===== src/ctl_pkg.sv =====
package ctl_pkg;

	// Widths fixed by RV64, Sv39 and the base encoding
	typedef logic [31:0] instr_t;
	typedef logic [63:0] xlen_t;
	typedef logic [15:0] asid_t;
	typedef logic [26:0] vpn_t;
	typedef logic [6:0]  opcode_t;
	typedef logic [2:0]  funct3_t;
	typedef logic [6:0]  funct7_t;

	// Sv39 VPN field inside a virtual address
	localparam int VPN_LSB = 12;
	localparam int VPN_MSB = 38;

	// Major opcodes
	localparam opcode_t OPC_BRANCH   = 7'b1100011;
	localparam opcode_t OPC_LOAD     = 7'b0000011;
	localparam opcode_t OPC_STORE    = 7'b0100011;
	localparam opcode_t OPC_MISC_MEM = 7'b0001111;
	localparam opcode_t OPC_SYSTEM   = 7'b1110011;

	// Branch funct3
	localparam funct3_t F3_BEQ  = 3'b000;
	localparam funct3_t F3_BNE  = 3'b001;
	localparam funct3_t F3_BLT  = 3'b100;
	localparam funct3_t F3_BGE  = 3'b101;
	localparam funct3_t F3_BLTU = 3'b110;
	localparam funct3_t F3_BGEU = 3'b111;

	// Load funct3
	localparam funct3_t F3_LB  = 3'b000;
	localparam funct3_t F3_LH  = 3'b001;
	localparam funct3_t F3_LW  = 3'b010;
	localparam funct3_t F3_LD  = 3'b011;
	localparam funct3_t F3_LBU = 3'b100;
	localparam funct3_t F3_LHU = 3'b101;
	localparam funct3_t F3_LWU = 3'b110;

	// Store funct3
	localparam funct3_t F3_SB = 3'b000;
	localparam funct3_t F3_SH = 3'b001;
	localparam funct3_t F3_SW = 3'b010;
	localparam funct3_t F3_SD = 3'b011;

	// Fences
	localparam funct3_t F3_FENCE_I    = 3'b001;
	localparam funct3_t F3_PRIV       = 3'b000;
	localparam funct7_t F7_SFENCE_VMA = 7'b0001001;

	// Exception causes, mcause encoding
	typedef enum logic [3:0] {
		E_I_ADDR_MISALIGNED  = 4'd0,
		E_I_ACCESS_FAULT     = 4'd1,
		E_ILLEGAL_INSTR      = 4'd2,
		E_LD_ADDR_MISALIGNED = 4'd4,
		E_LD_ACCESS_FAULT    = 4'd5,
		E_ST_ADDR_MISALIGNED = 4'd6,
		E_ST_ACCESS_FAULT    = 4'd7,
		E_ENV_CALL_UMODE     = 4'd8,
		E_ENV_CALL_SMODE     = 4'd9,
		E_ENV_CALL_MMODE     = 4'd11,
		E_INSTR_PAGE_FAULT   = 4'd12,
		E_LD_PAGE_FAULT      = 4'd13,
		E_ST_PAGE_FAULT      = 4'd15
	} except_code_e;

	typedef enum logic [2:0] {
		BR_BEQ, BR_BNE, BR_BLT, BR_BGE, BR_BLTU, BR_BGEU
	} branch_e;

	typedef enum logic [2:0] {
		LS_BYTE, LS_BYTE_U, LS_HALF, LS_HALF_U, LS_WORD, LS_WORD_U, LS_DOUBLE
	} ldst_e;

	typedef enum logic [1:0] {
		TLB_NO_FLUSH, TLB_FLUSH_ALL, TLB_FLUSH_ASID, TLB_FLUSH_PAGE
	} tlb_flush_e;

	typedef enum logic {
		MS_IDLE, MS_SYNC
	} maint_state_e;

	typedef struct packed {
		branch_e branch;
		logic    branch_valid;
		ldst_e   ldst;
		logic    is_load;
		logic    is_store;
		logic    fence_i;
		logic    sfence_vma;
	} decode_t;

	typedef struct packed {
		logic instr_side;
		logic data_side;
		logic page_fault;
		logic illegal;
		logic ecall_sys;
	} except_class_t;

	typedef struct packed {
		logic abort;
		logic clr_l1tlb;
		logic clr_l2tlb;
		logic clr_dmshr;
	} maint_cmd_t;

	typedef struct packed {
		tlb_flush_e kind;
		asid_t      asid;
		vpn_t       vpn;
	} tlb_flush_t;

endpackage


===== src/ctl_instr_decode.sv =====
`timescale 1ns/1ps

module ctl_instr_decode (
	input  ctl_pkg::instr_t  instr_i,
	output ctl_pkg::decode_t dec_o
);

	ctl_pkg::opcode_t opcode;
	ctl_pkg::funct3_t funct3;
	ctl_pkg::funct7_t funct7;

	assign opcode = instr_i[6:0];
	assign funct3 = instr_i[14:12];
	assign funct7 = instr_i[31:25];

	always_comb begin
		// All-zero result for anything not recognised
		dec_o = '0;

		case (opcode)
			ctl_pkg::OPC_BRANCH: begin
				dec_o.branch_valid = 1'b1;
				case (funct3)
					ctl_pkg::F3_BEQ:  dec_o.branch = ctl_pkg::BR_BEQ;
					ctl_pkg::F3_BNE:  dec_o.branch = ctl_pkg::BR_BNE;
					ctl_pkg::F3_BLT:  dec_o.branch = ctl_pkg::BR_BLT;
					ctl_pkg::F3_BGE:  dec_o.branch = ctl_pkg::BR_BGE;
					ctl_pkg::F3_BLTU: dec_o.branch = ctl_pkg::BR_BLTU;
					ctl_pkg::F3_BGEU: dec_o.branch = ctl_pkg::BR_BGEU;
					// funct3 2 and 3 are reserved
					default:          dec_o.branch_valid = 1'b0;
				endcase
			end

			ctl_pkg::OPC_LOAD: begin
				dec_o.is_load = 1'b1;
				case (funct3)
					ctl_pkg::F3_LB:  dec_o.ldst = ctl_pkg::LS_BYTE;
					ctl_pkg::F3_LH:  dec_o.ldst = ctl_pkg::LS_HALF;
					ctl_pkg::F3_LW:  dec_o.ldst = ctl_pkg::LS_WORD;
					ctl_pkg::F3_LD:  dec_o.ldst = ctl_pkg::LS_DOUBLE;
					ctl_pkg::F3_LBU: dec_o.ldst = ctl_pkg::LS_BYTE_U;
					ctl_pkg::F3_LHU: dec_o.ldst = ctl_pkg::LS_HALF_U;
					ctl_pkg::F3_LWU: dec_o.ldst = ctl_pkg::LS_WORD_U;
					default:         dec_o.is_load = 1'b0;
				endcase
			end

			ctl_pkg::OPC_STORE: begin
				dec_o.is_store = 1'b1;
				case (funct3)
					ctl_pkg::F3_SB: dec_o.ldst = ctl_pkg::LS_BYTE;
					ctl_pkg::F3_SH: dec_o.ldst = ctl_pkg::LS_HALF;
					ctl_pkg::F3_SW: dec_o.ldst = ctl_pkg::LS_WORD;
					ctl_pkg::F3_SD: dec_o.ldst = ctl_pkg::LS_DOUBLE;
					// No unsigned stores
					default:        dec_o.is_store = 1'b0;
				endcase
			end

			ctl_pkg::OPC_MISC_MEM: begin
				// Plain FENCE is a no-op for this unit
				dec_o.fence_i = (funct3 == ctl_pkg::F3_FENCE_I);
			end

			ctl_pkg::OPC_SYSTEM: begin
				dec_o.sfence_vma = (funct3 == ctl_pkg::F3_PRIV) &&
					(funct7 == ctl_pkg::F7_SFENCE_VMA);
			end

			default: begin
				dec_o = '0;
			end
		endcase
	end

endmodule


===== src/ctl_except_classify.sv =====
`timescale 1ns/1ps

module ctl_except_classify (
	input  ctl_pkg::except_code_e  except_code_i,
	output ctl_pkg::except_class_t class_o
);

	always_comb begin
		class_o = '0;

		case (except_code_i)
			// Fetch side
			ctl_pkg::E_I_ADDR_MISALIGNED,
			ctl_pkg::E_I_ACCESS_FAULT: begin
				class_o.instr_side = 1'b1;
			end
			ctl_pkg::E_INSTR_PAGE_FAULT: begin
				class_o.instr_side = 1'b1;
				class_o.page_fault = 1'b1;
			end

			// Load/store side
			ctl_pkg::E_LD_ADDR_MISALIGNED,
			ctl_pkg::E_LD_ACCESS_FAULT,
			ctl_pkg::E_ST_ADDR_MISALIGNED,
			ctl_pkg::E_ST_ACCESS_FAULT: begin
				class_o.data_side = 1'b1;
			end
			ctl_pkg::E_LD_PAGE_FAULT,
			ctl_pkg::E_ST_PAGE_FAULT: begin
				class_o.data_side  = 1'b1;
				class_o.page_fault = 1'b1;
			end

			ctl_pkg::E_ILLEGAL_INSTR: begin
				class_o.illegal = 1'b1;
			end

			// Only S and M mode calls need the cache sync
			ctl_pkg::E_ENV_CALL_SMODE,
			ctl_pkg::E_ENV_CALL_MMODE: begin
				class_o.ecall_sys = 1'b1;
			end

			// U mode calls and reserved codes
			default: begin
				class_o = '0;
			end
		endcase
	end

endmodule


===== src/ctl_maint_fsm.sv =====
`timescale 1ns/1ps

module ctl_maint_fsm (
	input  logic                   clk_i,
	input  logic                   rst_n_i,
	input  ctl_pkg::decode_t       dec_i,
	input  logic                   instr_valid_i,
	input  ctl_pkg::except_class_t class_i,
	input  logic                   except_raised_i,
	input  ctl_pkg::xlen_t         except_addr_i,
	input  logic                   fetch_except_i,
	input  logic                   main_stall_i,
	input  ctl_pkg::asid_t         asid_i,
	input  logic                   l2c_done_i,
	output ctl_pkg::maint_cmd_t    cmd_o,
	output ctl_pkg::tlb_flush_t    tlb_flush_o,
	output logic                   flush_o,
	output logic                   stall_o,
	output logic                   synch_o
);

	ctl_pkg::maint_state_e state_q;

	always_ff @(posedge clk_i or negedge rst_n_i) begin
		if (!rst_n_i) begin
			state_q          <= ctl_pkg::MS_IDLE;
			cmd_o            <= '0;
			tlb_flush_o.kind <= ctl_pkg::TLB_NO_FLUSH;
			tlb_flush_o.asid <= '0;
			tlb_flush_o.vpn  <= '0;
			flush_o          <= 1'b0;
			stall_o          <= 1'b0;
		end else begin
			// Commands are single-cycle pulses
			cmd_o            <= '0;
			tlb_flush_o.kind <= ctl_pkg::TLB_NO_FLUSH;
			tlb_flush_o.asid <= '0;
			tlb_flush_o.vpn  <= '0;
			flush_o          <= 1'b0;
			// Back-pressure only ever adds a stall
			stall_o          <= main_stall_i;

			case (state_q)
				ctl_pkg::MS_IDLE: begin
					if (except_raised_i) begin
						// Committed exception wins over everything
						flush_o           <= 1'b1;
						cmd_o.abort       <= class_i.illegal;
						cmd_o.clr_l1tlb   <= class_i.instr_side;
						cmd_o.clr_l2tlb   <= class_i.instr_side;
						cmd_o.clr_dmshr   <= class_i.data_side;
						if (class_i.page_fault) begin
							tlb_flush_o.kind <= ctl_pkg::TLB_FLUSH_PAGE;
							tlb_flush_o.vpn  <=
								except_addr_i[ctl_pkg::VPN_MSB:ctl_pkg::VPN_LSB];
						end else begin
							tlb_flush_o.kind <= ctl_pkg::TLB_FLUSH_ALL;
						end
						if (class_i.ecall_sys) begin
							state_q <= ctl_pkg::MS_SYNC;
							stall_o <= 1'b1;
						end
					end else if (fetch_except_i) begin
						flush_o          <= 1'b1;
						stall_o          <= 1'b1;
						tlb_flush_o.kind <= ctl_pkg::TLB_FLUSH_ASID;
						tlb_flush_o.asid <= asid_i;
					end else if (instr_valid_i && dec_i.fence_i) begin
						cmd_o.clr_l1tlb <= 1'b1;
						cmd_o.clr_l2tlb <= 1'b1;
					end else if (instr_valid_i && dec_i.sfence_vma) begin
						cmd_o.clr_l1tlb  <= 1'b1;
						cmd_o.clr_l2tlb  <= 1'b1;
						cmd_o.clr_dmshr  <= 1'b1;
						tlb_flush_o.kind <= ctl_pkg::TLB_FLUSH_ALL;
						state_q          <= ctl_pkg::MS_SYNC;
						stall_o          <= 1'b1;
					end
				end

				ctl_pkg::MS_SYNC: begin
					// Wait for L1-D to L2 write-back, other inputs ignored
					if (l2c_done_i) begin
						state_q <= ctl_pkg::MS_IDLE;
					end else begin
						stall_o <= 1'b1;
					end
				end
			endcase
		end
	end

	// Sync request follows the state register
	assign synch_o = (state_q == ctl_pkg::MS_SYNC);

	// Pipeline must be held for the whole sync
	a_synch_stall: assert property (@(posedge clk_i) disable iff (!rst_n_i)
		synch_o |-> stall_o);

	// Abort and clears come from disjoint exception classes
	a_abort_excl: assert property (@(posedge clk_i) disable iff (!rst_n_i)
		cmd_o.abort |-> !(cmd_o.clr_l1tlb || cmd_o.clr_l2tlb || cmd_o.clr_dmshr));

endmodule


===== src/ctl_unit_top.sv =====
`timescale 1ns/1ps

module ctl_unit_top (
	input  logic                  clk_i,
	input  logic                  rst_n_i,
	// Issue
	input  ctl_pkg::instr_t       instr_i,
	input  logic                  instr_valid_i,
	input  logic                  main_stall_i,
	input  logic                  fetch_except_i,
	// Commit
	input  logic                  except_raised_i,
	input  ctl_pkg::except_code_e except_code_i,
	input  ctl_pkg::xlen_t        except_addr_i,
	input  ctl_pkg::asid_t        asid_i,
	input  logic                  l2c_done_i,
	output ctl_pkg::decode_t      dec_o,
	output ctl_pkg::maint_cmd_t   cmd_o,
	output ctl_pkg::tlb_flush_t   tlb_flush_o,
	output logic                  flush_o,
	output logic                  stall_o,
	output logic                  synch_o
);

	ctl_pkg::except_class_t except_class;

	ctl_instr_decode i_ctl_instr_decode (
		.instr_i (instr_i),
		.dec_o   (dec_o)
	);

	ctl_except_classify i_ctl_except_classify (
		.except_code_i (except_code_i),
		.class_o       (except_class)
	);

	// Decode result also feeds the fence handling
	ctl_maint_fsm i_ctl_maint_fsm (
		.clk_i           (clk_i),
		.rst_n_i         (rst_n_i),
		.dec_i           (dec_o),
		.instr_valid_i   (instr_valid_i),
		.class_i         (except_class),
		.except_raised_i (except_raised_i),
		.except_addr_i   (except_addr_i),
		.fetch_except_i  (fetch_except_i),
		.main_stall_i    (main_stall_i),
		.asid_i          (asid_i),
		.l2c_done_i      (l2c_done_i),
		.cmd_o           (cmd_o),
		.tlb_flush_o     (tlb_flush_o),
		.flush_o         (flush_o),
		.stall_o         (stall_o),
		.synch_o         (synch_o)
	);

endmodule


===== config.mk =====
export PLATFORM = sky130hd
export DESIGN_NAME = ctl_unit_top
export DESIGN_NICKNAME = d
export VERILOG_FILES = /design/src/ctl_pkg.sv /design/src/ctl_instr_decode.sv /design/src/ctl_except_classify.sv /design/src/ctl_maint_fsm.sv /design/src/ctl_unit_top.sv
export SDC_FILE = /design/constraint.sdc
export NUM_CORES = 1
export LEC_CHECK = 0
export BUFFER_PORTS_ARGS = -buffer_cell sky130_fd_sc_hd__buf_2
export CORE_MARGIN = 4
export CORE_UTILIZATION = 37
export CTS_CLUSTER_DIAMETER = 200
export DETAILED_ROUTE_END_ITERATION = 8
export PLACE_DENSITY_LB_ADDON = 0.08
export SYNTH_ARGS = -nofsm -noshare
export SYNTH_HDL_FRONTEND = slang
export SYNTH_SLANG_ARGS = --single-unit
export TNS_END_PERCENT = 50

===== constraint.sdc =====
create_clock -name clk_i -period 1.45 [get_ports clk_i]
set_input_delay 0.29 -clock clk_i [delete_from_list [all_inputs] [get_ports clk_i]]
set_output_delay 0.29 -clock clk_i [all_outputs]
set_load 0.01 [all_outputs]

# Yosys cells after proc, flatten, opt, wreduce, memory -nomap -nowiden
# Index checks and enable logic that the tools add are counted.
# Widths: inputs -> output; s select.
[classes]
bitwise_logic = 1
reduce_logical = 12
n_mux = 51
n_eq_ne = 24
[op_table]
columns = ["operator", "count"]
rows = [
  ["$mux 27", 2],
  ["$mux 45", 1],
  ["$mux 16", 2],
  ["$mux 1", 30],
  ["$eq 4x4->1 const B", 5],
  ["$pmux 3 s6", 1],
  ["$eq 4x3->1 const B", 4],
  ["$pmux 3 s5", 1],
  ["$eq 7x4->1 const B", 2],
  ["$eq 7x7->1 const B", 2],
  ["$eq 3x3->1 const B", 4],
  ["$reduce_or 6->1", 2],
  ["$mux 2", 5],
  ["$mux 3", 3],
  ["$pmux 3 s3", 1],
  ["$mux 4", 2],
  ["$eq 7x2->1 const B", 1],
  ["$eq 7x6->1 const B", 1],
  ["$reduce_or 7->1", 1],
  ["$eq 3x2->1 const B", 2],
  ["$pmux 3 s2", 1],
  ["$reduce_or 3->1", 2],
  ["$eq 4x1->1 const B", 1],
  ["$eq 4x2->1 const B", 1],
  ["8 further kinds", 11],
]
[word_totals]
word_cells = 98
output_inout_bits = 63
reg_bits = 52

# Depth between registers and ports, before layout
# Gate-level depths: netlist (run 1).
[depth]
word_depth = 9
depth_mapped = 5
depth_no_buf = 4

# Cells and area by module
# Synthesis (run 1) repeated with hierarchy kept, for this count alone.
[unflattened]
hier_cells = 163
hier_area_um2 = 2020.7
[modules_own_cells]
columns = ["module", "n_inst", "cells_each", "seq_area_each_um2", "area_per_inst_um2"]
rows = [
  ["ctl_maint_fsm", 1, 124, 1276.2, 1776.7],
  ["ctl_instr_decode", 1, 30, 0.0, 185.2],
  ["ctl_except_classify", 1, 9, 0.0, 58.8],
]

# Worst setup path before layout (run 1)
# Ideal clock, no wire load.
[synth_timing]
kind = "input -> output"
startpoint = "input instr_i[2]"
endpoint = "output dec_o[8] (netlist bit)"
slack_ps = -83
cell_stages = 4
arrival_time_ps = 1243
path_cell_list = "and4bb_1 > nand3_2 > nor3_1 > and2_1"
[synth_rtl]
columns = ["element", "line_no", "source"]
rows = [
  ["from (decl)", "ctl_unit_top.sv:7", "input ctl_pkg::instr_t instr_i,"],
  ["to (decl)", "ctl_unit_top.sv:17", "output ctl_pkg::decode_t dec_o,"],
]

==> impl_metrics.tcl, run 1 <==
set metrics [dict create \
    synthCells 162 \
    synth_adder_area_share_pct 0 \
    final_layout_size_suffix_gt1_share_pct 55.2 \
    place_congestion 0.802 \
    synth_area_mm2 0.00201 \
    drt-total-wl_um 4950 \
    max-slew-margin-rel_pct 70.6 \
    antenna_found_initial 0 \
    drv_slew 0 \
    nNetsFinal 437 \
    hold_violations 0 \
    ys_ff_latch 51 \
    min_to "i_ctl_maint_fsm.tlb_flush_o[4]" \
    dieArea_mm2 0.00667 \
    violations "setup timing" \
    place_area_mm2 0.00284 \
    ir_worst_vdd_mv 0.337 \
    endpoint_kind "primary output" \
    ys_top_cells_by_area "dfrtp_1 64%, and2_1 14%, nor2_1 1.9%" \
    hold_depth 2 \
    cp_slowest_stage_delay_ns 0.33 \
    avgSynthCellArea_um2 12.4 \
    path_max_fanout 5 \
    dieHeight_um 81.7 \
    cts_tree "built" \
    yosysUniqueCellTypes 38 \
    timing.fmax_mhz 640 \
    postLayoutSetupSlackWorst_ns -0.112 \
    yosysTopAreaCell "dfrtp_1" \
    cp_slowest_cell "and4bb_2" \
    period_share_pct 108 \
    area_growth_pct 52.1 \
    synth_top_family_by_area "simple AND/OR/NAND/NOR gates" \
    cellPowerDensity_mw_per_mm2 888 \
    ios 186 \
    design_area_mm2 0.00305 \
    ys_async_sr_fraction_pct 100 \
    diodes 0 \
    routedWlPerCell_um 12.9 \
    yosysSeqAreaShare_pct 63.6 \
    synth.area.mux_share_pct 0 \
    portBuffers 133 \
    die_w_um 81.7 \
    place_inst 373 \
    reg2reg_slack_ns 0.22 \
    hold_start "except_addr_i[16]" \
    hold_class "input pin to flop" \
    tightest_slew_ns 0.440 \
    ys.flop_type "dfrtp_1" \
    clk_pin_slew_worst_paths_ns 0.09 \
    cts_made_buffers 5 \
    finalSetupTns_ns -0.320 \
    grt_max_degree 52 \
    drt_iter0_markers 38 \
    leakagePower_uw 0.00176 \
    fp-row-count 26 \
    worstSetupPathType "input pin to primary output" \
    yosys.area_share.xor_xnor_pct 0 \
    grt_pass1_vias 1696 \
    final_cells 385 \
    gr-total-overflow 0 \
    dpl.hpwl_um 3780 \
    synth_top_area_share_pct 63.6 \
    holdWs_ns 0.191 \
    vias_per_cell 4.31 \
    grtUsageTotal_pct 14.8 \
    clock_skew_ns 0.00562 \
    setup_violations 5 \
    core-area_mm2 0.00517 \
    synth-simple-area-share_pct 29.0 \
    synth_common_cells "51 x dfrtp_1, 44 x and2_1, 10 x nor2_1" \
    cts-root-buf "clkbuf_8" \
    fin_crit_ns 1.56 \
    total_power_uw 2710 \
    yosysWarnings 0 \
    insertion_delay_ns 0.30 \
    synth-edff-count 0 \
    outcome "finished, violations left" \
    drc 0 \
    syn-num-nets 285 \
    drt_first_pass_iters 4 \
    h-tree-depth 2 \
    reg2reg_depth 3 \
    cap_violations 0 \
    rsz0062_at_grt "true" \
    r2r_start "i_ctl_maint_fsm.synch_o" \
    antenna_left 0 \
    arrival_ns 1.27 \
    rr_endpoint "i_ctl_maint_fsm.tlb_flush_o[5]" \
    post-synth-top-count-cell "dfrtp_1" \
    crit_path_cell_trace "buf_6, and4bb_2, buf_4, nand2_4, a311oi_2, buf_2" \
    crit_required_ns 1.16 \
    synth_compound_area_share_pct 4.86 \
    routed-via-count 1660 \
    grt_pass1_wl_um 7480 \
    cts.sinks 51 \
    clockBufferDepth 2 \
    start_kind "input pin" \
    initial_core_util_pct 38.8 \
]
[cells by family (layout without fill, tap and decap cells)]
group,count (synthesis),in the layout
compound gates,14,14
simple gates,88,88
flops,51,51
buf+inv,9,162
[critical path: cells and delay by family]
kind / cells / cell delay (ns)
compound gates: 1 / 0.20
simple gates: 2 / 0.39
buf+inv: 3 / 0.39
[power by group]
group	internal [uW]	switching [uW]	total (uW)
registers	1470	10.5	1480
logic	182	181	363
clock network	434	438	872
total	2080	629	2710
[repair_timing]
item / CTS / global route
hold buffers: 1 / 0
pin swaps: 4 / 1
setup endpoints to repair: 34 / 10
cloned: 0 / 0
buffers inserted: 2 / 1
resized for setup: 5 / 9
endpoints found under the hold margin: 51 / 0
[through the flow]
step,utilization (%),setup WS [ns]
2_1_floorplan,-,-0.00771
3_3_place_gp,55.0,-0.125
3_5_place_dp,55.0,-0.121
4_1_cts,57.9,-0.0612
5_1_grt,59.0,-0.133
6_report,59.0,-0.112
[how the worst max path moves through the flow]
stage / from / cells past startpoint / endpoint / slack (ns)
after floorplan: instr_i[2] / 3 / dec_o[9] / -0.008
after global placement: except_code_i[0] / 5 / i_ctl_maint_fsm.tlb_flush_o[4] / -0.13
after detailed placement: except_code_i[0] / 5 / i_ctl_maint_fsm.tlb_flush_o[5] / -0.12
after CTS: instr_i[3] / 5 / dec_o[9] / -0.06
after global routing: instr_i[3] / 6 / dec_o[3] / -0.13
final: instr_i[3] / 6 / dec_o[3] / -0.11
[cell usage in the layout, fill, tap and decap left out, drive strengths merged, types with 2 or more instances in the layout]
cell type / count
a21boi: 2
a311oi: 2
and2: 44
and4bb: 2
buf: 150
clkbuf: 7
dfrtp: 51
inv: 3
nand2: 5
nand2b: 2
nand3: 3
nand3b: 2
nand4b: 2
nor2: 11
nor2b: 3
nor3: 3
nor3b: 2
nor4: 2
nor4b: 2
o21ai: 6
[routing by layer]
| metal | GRT usage, % | part of all wire, % |
|---|---|---|
| met3 | 4.06 | 10 |
| met1 | 17.5 | 38 |
| met4 | 5.98 | 1.6 |
| met2 | 25.4 | 50 |
| met5 | 0 | 0 |
[registers in the layout, summed over array words and instances, names as in the netlist]
name                         count
i_ctl_maint_fsm.tlb_flush_o     45
i_ctl_maint_fsm.flush_o          1
i_ctl_maint_fsm.synch_o          1
i_ctl_maint_fsm.cmd_o            3
i_ctl_maint_fsm.stall_o          1
[layout make-up]
class | instances | area, um^2
Clock buffer | 7 | 96.3
Clock inverter | 1 | 7.51
Fill cell | 446 | 2120
Inverter | 3 | 11.3
Multi-Input combinational cell | 102 | 741
Sequential cell | 51 | 1280
Tap cell | 70 | 87.6
Timing Repair Buffer | 151 | 835
Note: power is estimated with default switching activity, not from simulation.
==> run 2, diff against run 1 <==
==> constraint.sdc (replaced) <==
create_clock -name clk_i -period 1.45 [get_ports clk_i]
set_input_delay 0.2175 -clock clk_i [delete_from_list [all_inputs] [get_ports clk_i]]
set_output_delay 0.2175 -clock clk_i [all_outputs]
set_load 0.01 [all_outputs]
==> run 2 against run 1 <==
Compared with the run above: cell area fell by 3.8%; the flow now finishes without violations; clock-buffer cell count is 1 lower; sequential power is essentially flat; register-to-register slack better by 0.08 ns; final cell count is 2.3% lower; largest power group unchanged; utilization shrank 2.2 points; clock skew down 0.00073 ns; critical path depth down 1; first-iteration DRC count rose by 24%; sequential cell count stayed put; via count fell by 1.1%.
==> impl_metrics.tcl, run 2 (synthesized netlist as in run 1, its figures left out) <==
set metrics [dict create \
    drt_first_pass_iters 4 \
    cellPowerDensity_mw_per_mm2 930 \
    dpl.hpwl_um 3830 \
    tightest_slew_ns 0.488 \
    hold_violations 0 \
    sw_frac_of_total_pct 21.7 \
    cap_violations 0 \
    cts.sinks 51 \
    reg2reg_depth 4 \
    r2r_start "i_ctl_maint_fsm.synch_o" \
    routedWlPerCell_um 12.9 \
    start_kind "input pin" \
    max-slew-margin-rel_pct 67.5 \
    final_layout_size_suffix_gt1_share_pct 51.6 \
    crit_start "instr_i[2]" \
    routed-via-count 1642 \
    dieArea_mm2 0.00667 \
    path_max_fanout 4 \
    clockBufferDepth 2 \
    arrival_ns 1.16 \
    drc 0 \
    drt-total-wl_um 4840 \
    fin_crit_ns 1.38 \
    grtUsageTotal_pct 14.2 \
    hold_class "input pin to flop" \
    diodes 0 \
    seq_power_share_pct 54.1 \
    clk_pin_slew_worst_paths_ns 0.09 \
    antenna_found_initial 0 \
    setup_violations 0 \
    dieHeight_um 81.7 \
    reg_top3 "i_ctl_maint_fsm.tlb_flush_o x45, i_ctl_maint_fsm.cmd_o x3" \
    holdWs_ns 0.124 \
    grt_max_degree 28 \
    cts_made_buffers 5 \
    nNetsFinal 429 \
    cts-root-buf "clkbuf_8" \
    die_w_um 81.7 \
    grt_pass1_wl_um 7220 \
    gr-total-overflow 0 \
    initial_core_util_pct 38.8 \
    insertion_delay_ns 0.29 \
    hold_start "asid_i[6]" \
    clkPwrFrac_pct 33.6 \
    area_growth_pct 46.3 \
    endpoint_kind "primary output" \
    vias_per_cell 4.37 \
    largest_reg_flops 45 \
    drv_slew 0 \
    portBuffers 133 \
    fp-row-count 26 \
    period_share_pct 94.9 \
    core-area_mm2 0.00517 \
    antenna_left 0 \
    cts_tree "built" \
    utilization_pct 56.8 \
    grt_pass1_vias 1549 \
    h-tree-depth 2 \
    clock_skew_ns 0.00489 \
    leakagePower_uw 0.00171 \
    p_int_uw 2140 \
    final_common_cell "buf_2" \
    ir_worst_vdd_mv 0.389 \
    ios 186 \
    largest_register "i_ctl_maint_fsm.tlb_flush_o" \
    crit_required_ns 1.23 \
    rsz0062_at_grt "true" \
    place_congestion 0.792 \
    outcome "finished clean" \
    hold_depth 2 \
    fillers 479 \
    comb_power_share_pct 12.3 \
    worstSetupPathType "input pin to primary output" \
    drt_iter0_markers 47 \
    timing.fmax_mhz 727 \
    power_switching_uw 593 \
    final_cell_mix "133 x buf_2, 51 x dfrtp_1, 44 x and2_1, 10 x nor2_1, 7 x buf_4" \
]
run 2: routing by layer:
metal | wire [um] | GRT usage, %
met1 | 1910 | 17.7
met2 | 2400 | 23.5
met3 | 496 | 3.84
met4 | 36 | 5.15
met5 | 0 | 0
run 2: layout make-up:
cell class / count / area (um^2) / share of cell area [%]
multi-input cells: 102 / 692 / 23.6
repair buffers: 143 / 768 / 26.1
flip-flops and latches: 51 / 1280 / 43.4
inverters: 3 / 11.3 / 0.383
clock buffers: 6 / 72.6 / 2.47
clock inverters: 1 / 30.0 / 1.02
well taps: 70 / 87.6 / 2.98
run 2: through the flow:
stage	cell area, um^2	cells	setup TNS, ns	total power (uW)	setup WS, ns
final	2940	376	0	2730	0.0746
after global routing	2940	376	-0.00531	2860	-0.00531
after CTS	2910	374	0	2770	0.00815
after detailed placement	2800	366	0	1850	0.0184
after global placement	2800	366	0	1840	0.0334
after floorplan	2010	162	0	1630	0.0616
run 2: worst max-delay path, stage by stage:
cell,delay (ns)
buf_2,0.10
and4bb_1,0.30
nand3_2,0.13
nor4b_2,0.25
buf_2,0.16
run 2: worst paths after layout:
path,to,slack (ns)
max,dec_o[9],0.07
min,i_ctl_maint_fsm.tlb_flush_o[33],0.12
max reg2reg,i_ctl_maint_fsm.tlb_flush_o[17],0.30
min reg2reg,i_ctl_maint_fsm.cmd_o[2],0.59
max in group asynchronous,i_ctl_maint_fsm.tlb_flush_o[5],0.54
min in group asynchronous,i_ctl_maint_fsm.tlb_flush_o[36],0.41
run 2: what timing repair did:
item	4_1_cts	5_1_grt
hold endpoints to repair	18	0
hold buffers	1	0
gates resized for setup	0	2
setup endpoints to repair	0	5
buffers inserted	0	2
run 2: power by group through the flow:
| stage | clock network (uW) | registers, uW | logic [uW] |
|---|---|---|---|
| after floorplan | 0 | 1540 | 95.4 |
| after global placement | 0 | 1510 | 337 |
| after detailed placement | 0 | 1510 | 339 |
| after CTS | 953 | 1480 | 342 |
| after global routing | 1000 | 1480 | 380 |
| final | 917 | 1480 | 337 |
